$ cat src/design/dma_defines.svh
`ifndef DMA_DEFINES_SVH
`define DMA_DEFINES_SVH

// Byte address and data word widths
`define DMA_ADDR_WIDTH 32
`define DMA_DATA_WIDTH 32

// Transfer length in bytes
`define DMA_LEN_WIDTH 16

// Id width shared by the OBI and init ports
`define DMA_ID_WIDTH 2

// Granted OBI reads that may still wait for their data
`define DMA_MAX_OUTSTANDING 4

// Entries in each FIFO between stages
`define DMA_FIFO_DEPTH 4

`endif

$ cat src/design/dma_pkg.sv
`include "dma_defines.svh"

package dma_pkg;

    typedef logic [`DMA_ADDR_WIDTH-1:0]   addr_t;
    typedef logic [`DMA_DATA_WIDTH-1:0]   data_t;
    typedef logic [`DMA_DATA_WIDTH/8-1:0] strb_t;
    typedef logic [`DMA_LEN_WIDTH-1:0]    len_t;
    typedef logic [`DMA_ID_WIDTH-1:0]     id_t;

    // Fill levels of a stage FIFO and of the outstanding-read tracker
    typedef logic [$clog2(`DMA_FIFO_DEPTH+1)-1:0]      fifo_cnt_t;
    typedef logic [$clog2(`DMA_MAX_OUTSTANDING+1)-1:0] out_cnt_t;

    typedef enum logic [1:0] {
        ERR_NONE   = 2'd0,
        ERR_DECODE = 2'd1,
        ERR_READ   = 2'd2
    } err_kind_e;

    // One word to move, as produced by the decoder
    typedef struct packed {
        addr_t src_addr;
        addr_t dst_addr;
        logic  first;
        logic  last;
        logic  tf_last;
        logic  reject;   // Refused at decode, skips both read and write
    } read_beat_t;

    // A word after its read, with the returned data and status
    typedef struct packed {
        addr_t dst_addr;
        logic  first;
        logic  last;
        logic  tf_last;
        logic  reject;
        data_t data;
        logic  rd_err;
        addr_t src_addr;
    } data_beat_t;

endpackage

$ cat src/design/dma_stream_fifo.sv
module dma_stream_fifo #(
    parameter type         payload_t = logic,
    parameter int unsigned DEPTH     = 4
) (
    input  logic                       clk_i,
    input  logic                       reset_i,
    input  logic                       in_valid_i,
    output logic                       in_ready_o,
    input  payload_t                   in_data_i,
    output logic                       out_valid_o,
    input  logic                       out_ready_i,
    output payload_t                   out_data_o,
    output logic [$clog2(DEPTH+1)-1:0] count_o
);

    localparam int unsigned PTR_W = (DEPTH > 1) ? $clog2(DEPTH) : 1;

    payload_t                   mem_q [DEPTH];
    logic [PTR_W-1:0]           wr_ptr_q;
    logic [PTR_W-1:0]           rd_ptr_q;
    logic [$clog2(DEPTH+1)-1:0] count_q;
    logic                       push;
    logic                       pop;

    function automatic logic [PTR_W-1:0] ptr_next(input logic [PTR_W-1:0] ptr);
        return (ptr == PTR_W'(DEPTH - 1)) ? '0 : ptr + 1'b1;
    endfunction

    assign in_ready_o  = count_q != DEPTH;
    assign out_valid_o = count_q != '0;
    assign out_data_o  = mem_q[rd_ptr_q];
    assign count_o     = count_q;
    assign push        = in_valid_i && in_ready_o;
    assign pop         = out_valid_o && out_ready_i;

    always_ff @(posedge clk_i) begin
        if (reset_i) begin
            wr_ptr_q <= '0;
            rd_ptr_q <= '0;
            count_q  <= '0;
        end else begin
            if (push) begin
                wr_ptr_q <= ptr_next(wr_ptr_q);
            end
            if (pop) begin
                rd_ptr_q <= ptr_next(rd_ptr_q);
            end
            case ({push, pop})
                2'b10:   count_q <= count_q + 1'b1;
                2'b01:   count_q <= count_q - 1'b1;
                default: count_q <= count_q;
            endcase
        end
    end

    always_ff @(posedge clk_i) begin
        if (push) begin
            mem_q[wr_ptr_q] <= in_data_i;
        end
    end

    // A producer held off by a full buffer keeps offering the same payload
    assert property (@(posedge clk_i) disable iff (reset_i)
        in_valid_i && !in_ready_o |=> in_valid_i && $stable(in_data_i));

endmodule

$ cat src/design/dma_burst_decoder.sv
module dma_burst_decoder import dma_pkg::*; (
    input  logic       clk_i,
    input  logic       reset_i,
    input  logic       req_valid_i,
    output logic       req_ready_o,
    input  len_t       req_length_i,
    input  addr_t      req_src_addr_i,
    input  addr_t      req_dst_addr_i,
    input  logic       req_last_i,
    output logic       beat_valid_o,
    input  logic       beat_ready_i,
    output read_beat_t beat_o,
    output logic       busy_o
);

    localparam int unsigned WORD_BYTES  = $bits(strb_t);
    localparam int unsigned OFFSET_BITS = $clog2(WORD_BYTES);

    logic  ready_q;
    logic  active_q;
    addr_t src_q;
    addr_t dst_q;
    len_t  words_q;
    logic  first_q;
    logic  tf_last_q;
    logic  reject_q;
    logic  req_fire;
    logic  beat_fire;
    len_t  req_words;

    assign req_fire  = req_valid_i && ready_q;
    assign beat_fire = beat_valid_o && beat_ready_i;
    // Low length bits are ignored, transfers are whole words
    assign req_words = req_length_i >> OFFSET_BITS;

    assign req_ready_o  = ready_q;
    assign beat_valid_o = active_q;
    assign busy_o       = active_q;

    always_comb begin
        beat_o.src_addr = src_q;
        beat_o.dst_addr = dst_q;
        beat_o.first    = first_q;
        beat_o.last     = reject_q || (words_q == len_t'(1));
        beat_o.tf_last  = tf_last_q;
        beat_o.reject   = reject_q;
    end

    // Ready comes back one cycle after the final beat leaves
    always_ff @(posedge clk_i) begin
        if (reset_i) begin
            ready_q  <= 1'b0;
            active_q <= 1'b0;
        end else if (req_fire) begin
            ready_q  <= 1'b0;
            active_q <= 1'b1;
        end else if (beat_fire && beat_o.last) begin
            ready_q  <= 1'b1;
            active_q <= 1'b0;
        end else if (!active_q) begin
            ready_q <= 1'b1;
        end
    end

    always_ff @(posedge clk_i) begin
        if (req_fire) begin
            src_q     <= req_src_addr_i & ~addr_t'(WORD_BYTES - 1);
            dst_q     <= req_dst_addr_i & ~addr_t'(WORD_BYTES - 1);
            words_q   <= req_words;
            first_q   <= 1'b1;
            tf_last_q <= req_last_i;
            reject_q  <= req_words == '0;
        end else if (beat_fire) begin
            src_q   <= src_q + addr_t'(WORD_BYTES);
            dst_q   <= dst_q + addr_t'(WORD_BYTES);
            words_q <= words_q - 1'b1;
            first_q <= 1'b0;
        end
    end

    assert property (@(posedge clk_i) disable iff (reset_i)
        beat_valid_o && !beat_ready_i |=> beat_valid_o && $stable(beat_o));

endmodule

$ cat src/design/dma_obi_reader.sv
`include "dma_defines.svh"

module dma_obi_reader import dma_pkg::*; (
    input  logic       clk_i,
    input  logic       reset_i,
    input  logic       beat_valid_i,
    output logic       beat_ready_o,
    input  read_beat_t beat_i,
    output logic       obi_req_o,
    output addr_t      obi_addr_o,
    output logic       obi_we_o,
    output strb_t      obi_be_o,
    output id_t        obi_id_o,
    input  logic       obi_gnt_i,
    input  logic       obi_rvalid_i,
    input  data_t      obi_rdata_i,
    input  logic       obi_err_i,
    output logic       obi_rready_o,
    input  fifo_cnt_t  space_i,
    output logic       data_valid_o,
    output data_beat_t data_o,
    output logic       busy_o
);

    logic       room_ok;
    logic       bypass;
    logic       gnt_fire;
    logic       meta_ready;
    logic       meta_valid;
    read_beat_t meta_beat;
    out_cnt_t   outstanding;
    id_t        id_q;

    // Metadata of granted reads, popped as their data returns in order
    dma_stream_fifo #(
        .payload_t ( read_beat_t          ),
        .DEPTH     ( `DMA_MAX_OUTSTANDING )
    ) meta_fifo_inst (
        .clk_i       ( clk_i        ),
        .reset_i     ( reset_i      ),
        .in_valid_i  ( gnt_fire     ),
        .in_ready_o  ( meta_ready   ),
        .in_data_i   ( beat_i       ),
        .out_valid_o ( meta_valid   ),
        .out_ready_i ( obi_rvalid_i ),
        .out_data_o  ( meta_beat    ),
        .count_o     ( outstanding  )
    );

    // Downstream must hold every pending return plus the new one
    assign room_ok  = space_i > outstanding;
    assign obi_req_o = beat_valid_i && !beat_i.reject && meta_ready && room_ok;
    assign gnt_fire = obi_req_o && obi_gnt_i;

    // Rejected beats pass only once older reads have drained
    assign bypass = beat_valid_i && beat_i.reject && !meta_valid && (space_i != '0);

    assign beat_ready_o = gnt_fire || bypass;
    assign obi_addr_o   = beat_i.src_addr;
    assign obi_we_o     = 1'b0;
    assign obi_be_o     = '1;
    assign obi_id_o     = id_q;
    assign obi_rready_o = 1'b1;
    assign data_valid_o = obi_rvalid_i || bypass;
    assign busy_o       = meta_valid;

    always_comb begin
        if (obi_rvalid_i) begin
            data_o.dst_addr = meta_beat.dst_addr;
            data_o.first    = meta_beat.first;
            data_o.last     = meta_beat.last;
            data_o.tf_last  = meta_beat.tf_last;
            data_o.reject   = meta_beat.reject;
            data_o.data     = obi_rdata_i;
            data_o.rd_err   = obi_err_i;
            data_o.src_addr = meta_beat.src_addr;
        end else begin
            data_o.dst_addr = beat_i.dst_addr;
            data_o.first    = beat_i.first;
            data_o.last     = beat_i.last;
            data_o.tf_last  = beat_i.tf_last;
            data_o.reject   = beat_i.reject;
            data_o.data     = '0;
            data_o.rd_err   = 1'b0;
            data_o.src_addr = beat_i.src_addr;
        end
    end

    always_ff @(posedge clk_i) begin
        if (reset_i) begin
            id_q <= '0;
        end else if (gnt_fire) begin
            id_q <= id_q + 1'b1;
        end
    end

    assert property (@(posedge clk_i) disable iff (reset_i)
        obi_rvalid_i |-> meta_valid);

    // The space reservation never withdraws a request waiting for its grant
    assert property (@(posedge clk_i) disable iff (reset_i)
        obi_req_o && !obi_gnt_i |=> obi_req_o && $stable(obi_addr_o));

endmodule

$ cat src/design/dma_init_writer.sv
module dma_init_writer import dma_pkg::*; (
    input  logic       clk_i,
    input  logic       reset_i,
    input  logic       data_valid_i,
    output logic       data_ready_o,
    input  data_beat_t data_i,
    output logic       init_req_valid_o,
    input  logic       init_req_ready_i,
    output addr_t      init_cfg_o,
    output data_t      init_term_o,
    output strb_t      init_strb_o,
    output id_t        init_id_o,
    input  logic       init_rsp_valid_i,
    output logic       init_rsp_ready_o,
    output logic       rsp_valid_o,
    input  logic       rsp_ready_i,
    output logic       rsp_error_o,
    output err_kind_e  rsp_kind_o,
    output addr_t      rsp_addr_o,
    output logic       rsp_last_o,
    output logic       busy_o
);

    logic      need_write;
    logic      beat_err;
    logic      hold;
    logic      beat_fire;
    logic      wr_fire;
    logic      ack_fire;
    logic      in_tf_q;
    logic      drain_q;
    logic      rsp_valid_q;
    len_t      pend_q;
    id_t       id_q;
    logic      err_q;
    err_kind_e kind_q;
    addr_t     addr_q;
    logic      last_q;

    assign need_write = !data_i.reject && !data_i.rd_err;
    assign beat_err   = data_i.reject || data_i.rd_err;
    // Next transfer waits until this one's response is taken
    assign hold       = drain_q || rsp_valid_q;

    assign init_req_valid_o = data_valid_i && need_write && !hold;
    assign data_ready_o     = !hold && (!need_write || init_req_ready_i);
    assign beat_fire        = data_valid_i && data_ready_o;
    assign wr_fire          = init_req_valid_o && init_req_ready_i;
    assign ack_fire         = init_rsp_valid_i && init_rsp_ready_o;

    assign init_cfg_o       = data_i.dst_addr;
    assign init_term_o      = data_i.data;
    assign init_strb_o      = '1;
    assign init_id_o        = id_q;
    assign init_rsp_ready_o = 1'b1;

    assign rsp_valid_o = rsp_valid_q;
    assign rsp_error_o = err_q;
    assign rsp_kind_o  = kind_q;
    assign rsp_addr_o  = addr_q;
    assign rsp_last_o  = last_q;
    assign busy_o      = in_tf_q || hold || (pend_q != '0);

    always_ff @(posedge clk_i) begin
        if (reset_i) begin
            in_tf_q     <= 1'b0;
            drain_q     <= 1'b0;
            rsp_valid_q <= 1'b0;
            pend_q      <= '0;
            id_q        <= '0;
        end else begin
            if (wr_fire) begin
                id_q <= id_q + 1'b1;
            end
            case ({wr_fire, ack_fire})
                2'b10:   pend_q <= pend_q + 1'b1;
                2'b01:   pend_q <= pend_q - 1'b1;
                default: pend_q <= pend_q;
            endcase
            if (beat_fire) begin
                in_tf_q <= !data_i.last;
            end
            // Response rises once every write of the transfer is acknowledged
            if (beat_fire && data_i.last) begin
                drain_q <= 1'b1;
            end else if (drain_q && pend_q == '0) begin
                drain_q     <= 1'b0;
                rsp_valid_q <= 1'b1;
            end
            if (rsp_valid_q && rsp_ready_i) begin
                rsp_valid_q <= 1'b0;
            end
        end
    end

    // First beat opens a new record, later beats keep only the first error
    always_ff @(posedge clk_i) begin
        if (beat_fire) begin
            if (data_i.first || (!err_q && beat_err)) begin
                err_q  <= beat_err;
                kind_q <= data_i.reject ? ERR_DECODE : (data_i.rd_err ? ERR_READ : ERR_NONE);
                addr_q <= beat_err ? data_i.src_addr : '0;
            end
            if (data_i.last) begin
                last_q <= data_i.tf_last;
            end
        end
    end

    assert property (@(posedge clk_i) disable iff (reset_i)
        init_rsp_valid_i |-> pend_q != '0);

endmodule

$ cat src/design/dma_backend_top.sv
`include "dma_defines.svh"

module dma_backend_top import dma_pkg::*; (
    input  logic      clk_i,
    input  logic      reset_i,
    input  logic      req_valid_i,
    output logic      req_ready_o,
    input  len_t      req_length_i,
    input  addr_t     req_src_addr_i,
    input  addr_t     req_dst_addr_i,
    input  logic      req_last_i,
    output logic      rsp_valid_o,
    input  logic      rsp_ready_i,
    output logic      rsp_error_o,
    output err_kind_e rsp_kind_o,
    output addr_t     rsp_addr_o,
    output logic      rsp_last_o,
    output logic      obi_req_o,
    output addr_t     obi_addr_o,
    output logic      obi_we_o,
    output strb_t     obi_be_o,
    output id_t       obi_id_o,
    input  logic      obi_gnt_i,
    input  logic      obi_rvalid_i,
    input  data_t     obi_rdata_i,
    input  logic      obi_err_i,
    output logic      obi_rready_o,
    output logic      init_req_valid_o,
    input  logic      init_req_ready_i,
    output addr_t     init_cfg_o,
    output data_t     init_term_o,
    output strb_t     init_strb_o,
    output id_t       init_id_o,
    input  logic      init_rsp_valid_i,
    output logic      init_rsp_ready_o,
    output logic      busy_o
);

    read_beat_t dec_beat;
    logic       dec_beat_valid;
    logic       dec_beat_ready;
    read_beat_t rd_beat;
    logic       rd_beat_valid;
    logic       rd_beat_ready;
    data_beat_t rdr_data;
    logic       rdr_data_valid;
    logic       data_fifo_ready;
    fifo_cnt_t  data_fifo_count;
    fifo_cnt_t  data_space;
    data_beat_t wr_data;
    logic       wr_data_valid;
    logic       wr_data_ready;
    logic       dec_busy;
    logic       rdr_busy;
    logic       wr_busy;

    dma_burst_decoder decoder_inst (
        .*,
        .beat_valid_o ( dec_beat_valid ),
        .beat_ready_i ( dec_beat_ready ),
        .beat_o       ( dec_beat       ),
        .busy_o       ( dec_busy       )
    );

    dma_stream_fifo #(
        .payload_t ( read_beat_t     ),
        .DEPTH     ( `DMA_FIFO_DEPTH )
    ) read_fifo_inst (
        .clk_i       ( clk_i          ),
        .reset_i     ( reset_i        ),
        .in_valid_i  ( dec_beat_valid ),
        .in_ready_o  ( dec_beat_ready ),
        .in_data_i   ( dec_beat       ),
        .out_valid_o ( rd_beat_valid  ),
        .out_ready_i ( rd_beat_ready  ),
        .out_data_o  ( rd_beat        ),
        .count_o     (                )
    );

    // Free entries of the data FIFO, reserved by the reader for returns
    assign data_space = fifo_cnt_t'(`DMA_FIFO_DEPTH) - data_fifo_count;

    dma_obi_reader reader_inst (
        .*,
        .beat_valid_i ( rd_beat_valid  ),
        .beat_ready_o ( rd_beat_ready  ),
        .beat_i       ( rd_beat        ),
        .space_i      ( data_space     ),
        .data_valid_o ( rdr_data_valid ),
        .data_o       ( rdr_data       ),
        .busy_o       ( rdr_busy       )
    );

    dma_stream_fifo #(
        .payload_t ( data_beat_t     ),
        .DEPTH     ( `DMA_FIFO_DEPTH )
    ) data_fifo_inst (
        .clk_i       ( clk_i           ),
        .reset_i     ( reset_i         ),
        .in_valid_i  ( rdr_data_valid  ),
        .in_ready_o  ( data_fifo_ready ),
        .in_data_i   ( rdr_data        ),
        .out_valid_o ( wr_data_valid   ),
        .out_ready_i ( wr_data_ready   ),
        .out_data_o  ( wr_data         ),
        .count_o     ( data_fifo_count )
    );

    dma_init_writer writer_inst (
        .*,
        .data_valid_i ( wr_data_valid ),
        .data_ready_o ( wr_data_ready ),
        .data_i       ( wr_data       ),
        .busy_o       ( wr_busy       )
    );

    assign busy_o = dec_busy || rdr_busy || wr_busy || rd_beat_valid || wr_data_valid;

    // Reader has no back-pressure, its reservation must keep the data FIFO open
    assert property (@(posedge clk_i) disable iff (reset_i)
        rdr_data_valid |-> data_fifo_ready);

endmodule

$ cat config.mk
export PLATFORM = sky130hd
export DESIGN_NAME = dma_backend_top
export DESIGN_NICKNAME = d
export VERILOG_FILES = /design/src/design/dma_pkg.sv /design/src/design/dma_stream_fifo.sv /design/src/design/dma_burst_decoder.sv /design/src/design/dma_obi_reader.sv /design/src/design/dma_init_writer.sv /design/src/design/dma_backend_top.sv
export VERILOG_INCLUDE_DIRS = /design/src /design/src/design
export SDC_FILE = /design/constraint.sdc
export NUM_CORES = 1
export LEC_CHECK = 0
export ABC_CLOCK_PERIOD_IN_PS = 4200
export BUFFER_PORTS_ARGS = -buffer_cell sky130_fd_sc_hd__buf_4
export CAP_MARGIN = 20
export CORE_MARGIN = 3
export CORE_UTILIZATION = 31
export CTS_BUF_LIST = sky130_fd_sc_hd__clkbuf_4
export CTS_CLUSTER_DIAMETER = 120
export DETAILED_ROUTE_END_ITERATION = 10
export GPL_ROUTABILITY_DRIVEN = 0
export SYNTH_ARGS = -nofsm -noshare
export SYNTH_HDL_FRONTEND = slang
export SYNTH_SLANG_ARGS = --single-unit
export TNS_END_PERCENT = 5
$ cat constraint.sdc
create_clock -name clk_i -period 4.2 [get_ports clk_i]
set_input_delay 0.21 -clock clk_i [delete_from_list [all_inputs] [get_ports clk_i]]
set_output_delay 0.21 -clock clk_i [all_outputs]
set_load 0.01 [all_outputs]
; ---- Word-level counts from Yosys, hierarchy flattened
; Memory sizes are Yosys's and may differ from the RTL's. A register that Yosys moved wholly into a read port is not among the register bits.
; Index checks and enable logic that the tools add are counted.
[totals]
mem_bits_rw = 948
register_bits = 165
inputBits = 122
n_memories = 3
wordCells = 174
out_inout_bits = 152
[mem_list]
columns = memory, words, word_bits, read_ports, rd_clocked_by_memory_dff, write_ports, line_no
row1 = data_fifo_inst.mem_q, 4, 101, 1, 1, 1, dma_stream_fifo.sv:18  ; payload_t mem_q [DEPTH];
row2 = read_fifo_inst.mem_q, 4, 68, 1, 1, 1, dma_stream_fifo.sv:18
row3 = reader_inst.meta_fifo_inst.mem_q, 4, 68, 1, 1, 1, dma_stream_fifo.sv:18
[classes]
n_eq_ne = 19
add_sub_neg = 20
reduce_logical = 64
bitwise_logic = 1
muxes = 36
order_cmp = 1
[ops]
columns = operator, count
row1 = 32-bit two-way mux, 4
row2 = 101-bit two-way mux, 1
row3 = "32-bit by 3-bit adder with 32-bit output, second input constant", 2
row4 = 16-bit logical NOT, 2
row5 = 16-bit one-hot mux with 2 select lines, 1
row6 = "16-bit by 1-bit subtractor with 16-bit output, second input constant", 2
row7 = 14-bit two-way mux, 2
row8 = 2-bit two-way mux, 13
row9 = 1-bit logical AND, 24
row10 = "2-bit equality test, second input constant", 10
row11 = 3-bit one-hot mux with 2 select lines, 3
row12 = "16-bit by 1-bit adder with 16-bit output, second input constant", 1
row13 = "2-bit by 1-bit adder with 2-bit output, second input constant", 8
row14 = "16-bit by 1-bit equality test with 1-bit output, second input constant", 1
row15 = 16-bit nonzero test, 1
row16 = 2-bit nonzero test, 7
row17 = 1-bit logical OR, 13
row18 = 1-bit two-way mux, 12
row19 = 3-bit nonzero test, 4
row20 = "3-bit by 1-bit adder with 3-bit output, second input constant", 3
row21 = "3-bit != test, second input constant", 3
row22 = "3-bit by 1-bit subtractor with 3-bit output, second input constant", 3
row23 = "2-bit by 1-bit equality test with 1-bit output, second input constant", 4
row24 = 1-bit logical NOT, 8
row25 = 6 further kinds, 9

; ---- Logic depth before layout (Yosys ltp)
[depth]
word_depth = 9
depth_mapped = 16
ltp_nobuf = 16

; ---- Cells and area by module
; A second synthesis with hierarchy kept.
[hier_totals]
cells_unflattened = 2435
hier_area_um2 = 45467.4
[by_module_without_submodules]
columns = mod, seq_area_each_um2, area_per_inst_um2, cells_each, n_inst
row1 = dma_stream_fifo (read_fifo_inst ...), 8348.0, 10284.9, 408, 2
row2 = dma_stream_fifo (data_fifo_inst), 12311.8, 15035.7, 579, 1
row3 = dma_burst_decoder, 2382.3, 4803.4, 504, 1
row4 = dma_init_writer, 1501.4, 3463.3, 348, 1
row5 = dma_obi_reader, 40.0, 1554.0, 181, 1
row6 = dma_backend_top, 0.0, 41.3, 7, 1

; ---- Least setup slack after synthesis
; Ideal clock, no wire load.
[synth_path]
kind = reg-to-reg
startpoint = reg with a tool-made name
endpoint = mem data_fifo_inst.mem_q[1][100] (netlist name) (enable)
setup_time_ps = 467
period_less_slack_ps = 4181
required_ps = 3733
path_slack_ps = 19
path_stages_with_launch = 6
path_buffers = 1
arrival_time_ps = 3715
cell_sequence = dfxtp_1 > clkbuf_1 > mux4_2 > nand3b_1 > a21oi_1 > and2_1
[synth_lines]
columns = element, line_no
row1 = "end, declared", dma_stream_fifo.sv:18

==> impl_metrics.ini <==
[worst_setup_path]
start_kind = register
crit_buf_inv = 3
slowest_stage = buf_4
worstPathArrival_ps = 3520
path_cells = buf_4 -> buf_4 -> mux4_2 -> buf_4
crit_path_end_kind = output port
cp_common_cell = buf_4
cp_max_fo = 45
r2r_slack_ps = 480
cp_top_family = buffers and inverters
critical_path.max_stage_delay_ps = 760
cp.required_ps = 3990
critPathKind = reg -> out

[drt]
vias_per_cell = 4.66
drt-wirelength-per-cell_um = 19.6
vias = 23800
drt.antenna.violating_nets = 0
drc = 0
drt_iter0_markers = 1468
firstDrtPassIters = 5
routed_wl_um = 100000

[die]
die-area_sq_um = 144000
die_height_um = 379
initial_utilization = 0.313
die_w_um = 379
core_sq_um = 138000
pin_count = 274
rows = 136

[timing]
setup_tns_ps = 0
worst_slew_pin_slew_ps = 1040
drv_slew = 0
timing.hold.ws_ps = 319
hold_violations = 0
fin_crit_ps = 3730
fin_crit_sh = 0.889
fin_worst_skew_ps = 81.9
slew_headroom = 0.306
rsz0062_at_grt = false
finalSetupViolations = 0
timing.fmax_mhz = 268

[synth]
ys_top_cells_by_area = edfxtp_1 (70%), mux4_2 (12%), nand2_1 (2.8%)
synth_top_area_frac = 0.702
ys_warn_count = 0
ys_seq_elements = 1065
synth_area_sq_um = 43200
ys_seq_area_frac = 0.728
synth-edff-count = 1010
yosysMostFrequentCell = edfxtp_1
synthCells = 2459
synth.avg_cell_area_sq_um = 17.6
synth_common_cells = edfxtp_1 (1,010), nand2_1 (320), mux4_2 (225), buf_4 (109), and2_1 (81)
synth_area_leader_cell = edfxtp_1
synth.distinct_cells = 65
synth_ff_type = edfxtp_1
async_flop_share = 0

[cells_and_area]
layout-drive-gt1-share = 0.309
postLayoutCellArea_sq_um = 52800
area_growth_pct = 22.3
fin_nets = 3282
stdcell_count = 5103

[placed_design]
post_dp_cell_area_sq_um = 46800
io_buffers = 250
hpwl_um = 61700
placed_cells = 4354

[global_routing]
grt_pass1_wl_um = 151000
overflow = 0
gr-usage-all-layers = 0.139
grt_max_degree = 91
antenna_found_initial = 5
grt_pass1_vias = 25000

[clock_tree]
clkTransAtPathRegs_ps = 60
htreeDepth = 5
cts-root-buf = clkbuf_4
clk_latency_ps = 1140
cts_tree = yes
cts_made_buffers = 304
cts.path.max_buffers = 4
cts_sinks = 1065

[pwr]
p_leak_uw = 0.0180
ir_drop_v = 0.000278
power.density_nw_per_um2 = 595

[hold_path]
min_path_type = in -> reg
hold_path.startpoint = init_rsp_valid_i

[outcome]
status = completed

[flow_run]
cap_viol_max_count = 0
==> per-layer routing <==
metal,share of wire,track usage,vias up
met5,0,0,-
met4,0.028,0.0572,0
li1,-,-,10900
met1,0.43,0.179,12000
met3,0.065,0.0420,175
met2,0.48,0.220,712
==> cells in the final DEF, fill, tap and decap left out, types with 7 or more instances in the layout <==
cell type and count:
clkinv_1 35, nor2_1 62, mux4_2 225, diode_2 7, mux2i_1 8, nand2_1 319
clkinv_2 12, edfxtp_1 1010, buf_12 19, xnor2_1 52, o21ai_0 74, dlygate4sd3_1 246
dfxtp_1 49, clkbuf_4 442, nor3_1 26, and3_1 10, a21oi_1 30, or3_1 12
a21o_1 7, and4_1 10, inv_1 34, inv_2 9, xor2_1 28, nor4_1 27
ha_1 42, nand3_1 31, conb_1 17, nand4_1 18, buf_4 279, and2_1 73
==> where the power goes <==
group	switching (uW)	total, uW	internal [uW]
Sequential	607	14400	13800
Clock	4080	8860	4770
Combinational	4540	8190	3660
Total	9230	31400	22200
==> final cells by class <==
| cell class | instances | area (sq um) |
|---|---|---|
| diodes | 7 | 17.5 |
| clock buffers | 442 | 3320 |
| clock inverters | 53 | 214 |
| fillers | 12800 | 85000 |
| inverters | 39 | 151 |
| multi-input cells | 1158 | 10500 |
| flip-flops and latches | 1065 | 31400 |
| well taps | 1794 | 2240 |
| repair buffers | 545 | 4950 |
==> flip-flops by register name (all words and copies together) (netlist names), 2 cells and up, named ones only <==
register,count
data_fifo_inst.mem_q,388
read_fifo_inst.mem_q,256
reader_inst.meta_fifo_inst.mem_q,256
decoder_inst.dst_q,30
decoder_inst.src_q,30
writer_inst.rsp_addr_o,30
decoder_inst.words_q,16
writer_inst.pend_q,16
data_fifo_inst.count_o,3
read_fifo_inst.count_o,3
reader_inst.meta_fifo_inst.count_o,3
data_fifo_inst.rd_ptr_q,2
data_fifo_inst.wr_ptr_q,2
read_fifo_inst.rd_ptr_q,2
read_fifo_inst.wr_ptr_q,2
reader_inst.meta_fifo_inst.rd_ptr_q,2
reader_inst.meta_fifo_inst.wr_ptr_q,2
reader_inst.obi_id_o,2
writer_inst.init_id_o,2
writer_inst.rsp_kind_o,2
==> worst paths after layout <==
check / end / depth (start not counted)
setup / recovery: init_cfg_o[21] / 4
hold / removal: writer_inst.pend_q[2] / 6
setup reg to reg: writer_inst.pend_q[10] / 10
hold reg to reg: reader_inst.obi_id_o[0] / 2
==> per-stage QoR <==
| stage | worst slack (ps) | util | power [uW] |
|---|---|---|---|
| 3_5_place_dp | 290 | 0.339 | 22900 |
| 4_1_cts | 18.4 | 0.383 | 32100 |
| 6_report | 468 | 0.383 | 31400 |
| 2_1_floorplan | 18.6 | - | 20000 |
| 5_1_grt | 45.8 | 0.383 | 33400 |
| 3_3_place_gp | 297 | 0.339 | 22700 |
==> worst register-to-register path: stages (launching register included) <==
cell and delay (ps):
dfxtp_4 370, mux4_2 540, nor2_2 220, nand3_1 180, ha_2 360, fa_1 460, a21o_1 230, a31o_2 260
a211oi_1 490, o21ai_0 170, a311oi_1 330
==> kinds of logic after synthesis <==
| group | share of synthesized area |
|---|---|
| flops | 0.728 |
| simple gates | 0.0675 |
| other cells | 0.000174 |
| mux | 0.120 |
| xor+xnor | 0.0162 |
| compound gates | 0.0223 |
| buf+inv | 0.0319 |
| fa+ha+maj | 0.0143 |
==> what timing repair did <==
action,CTS,global route
buffers inserted,0,0
endpoints found under the setup margin,0,32
hold endpoints to repair,582,0
hold buffers,247,0
gates resized for setup,0,2
Note: power is estimated with default switching activity, not from simulation.
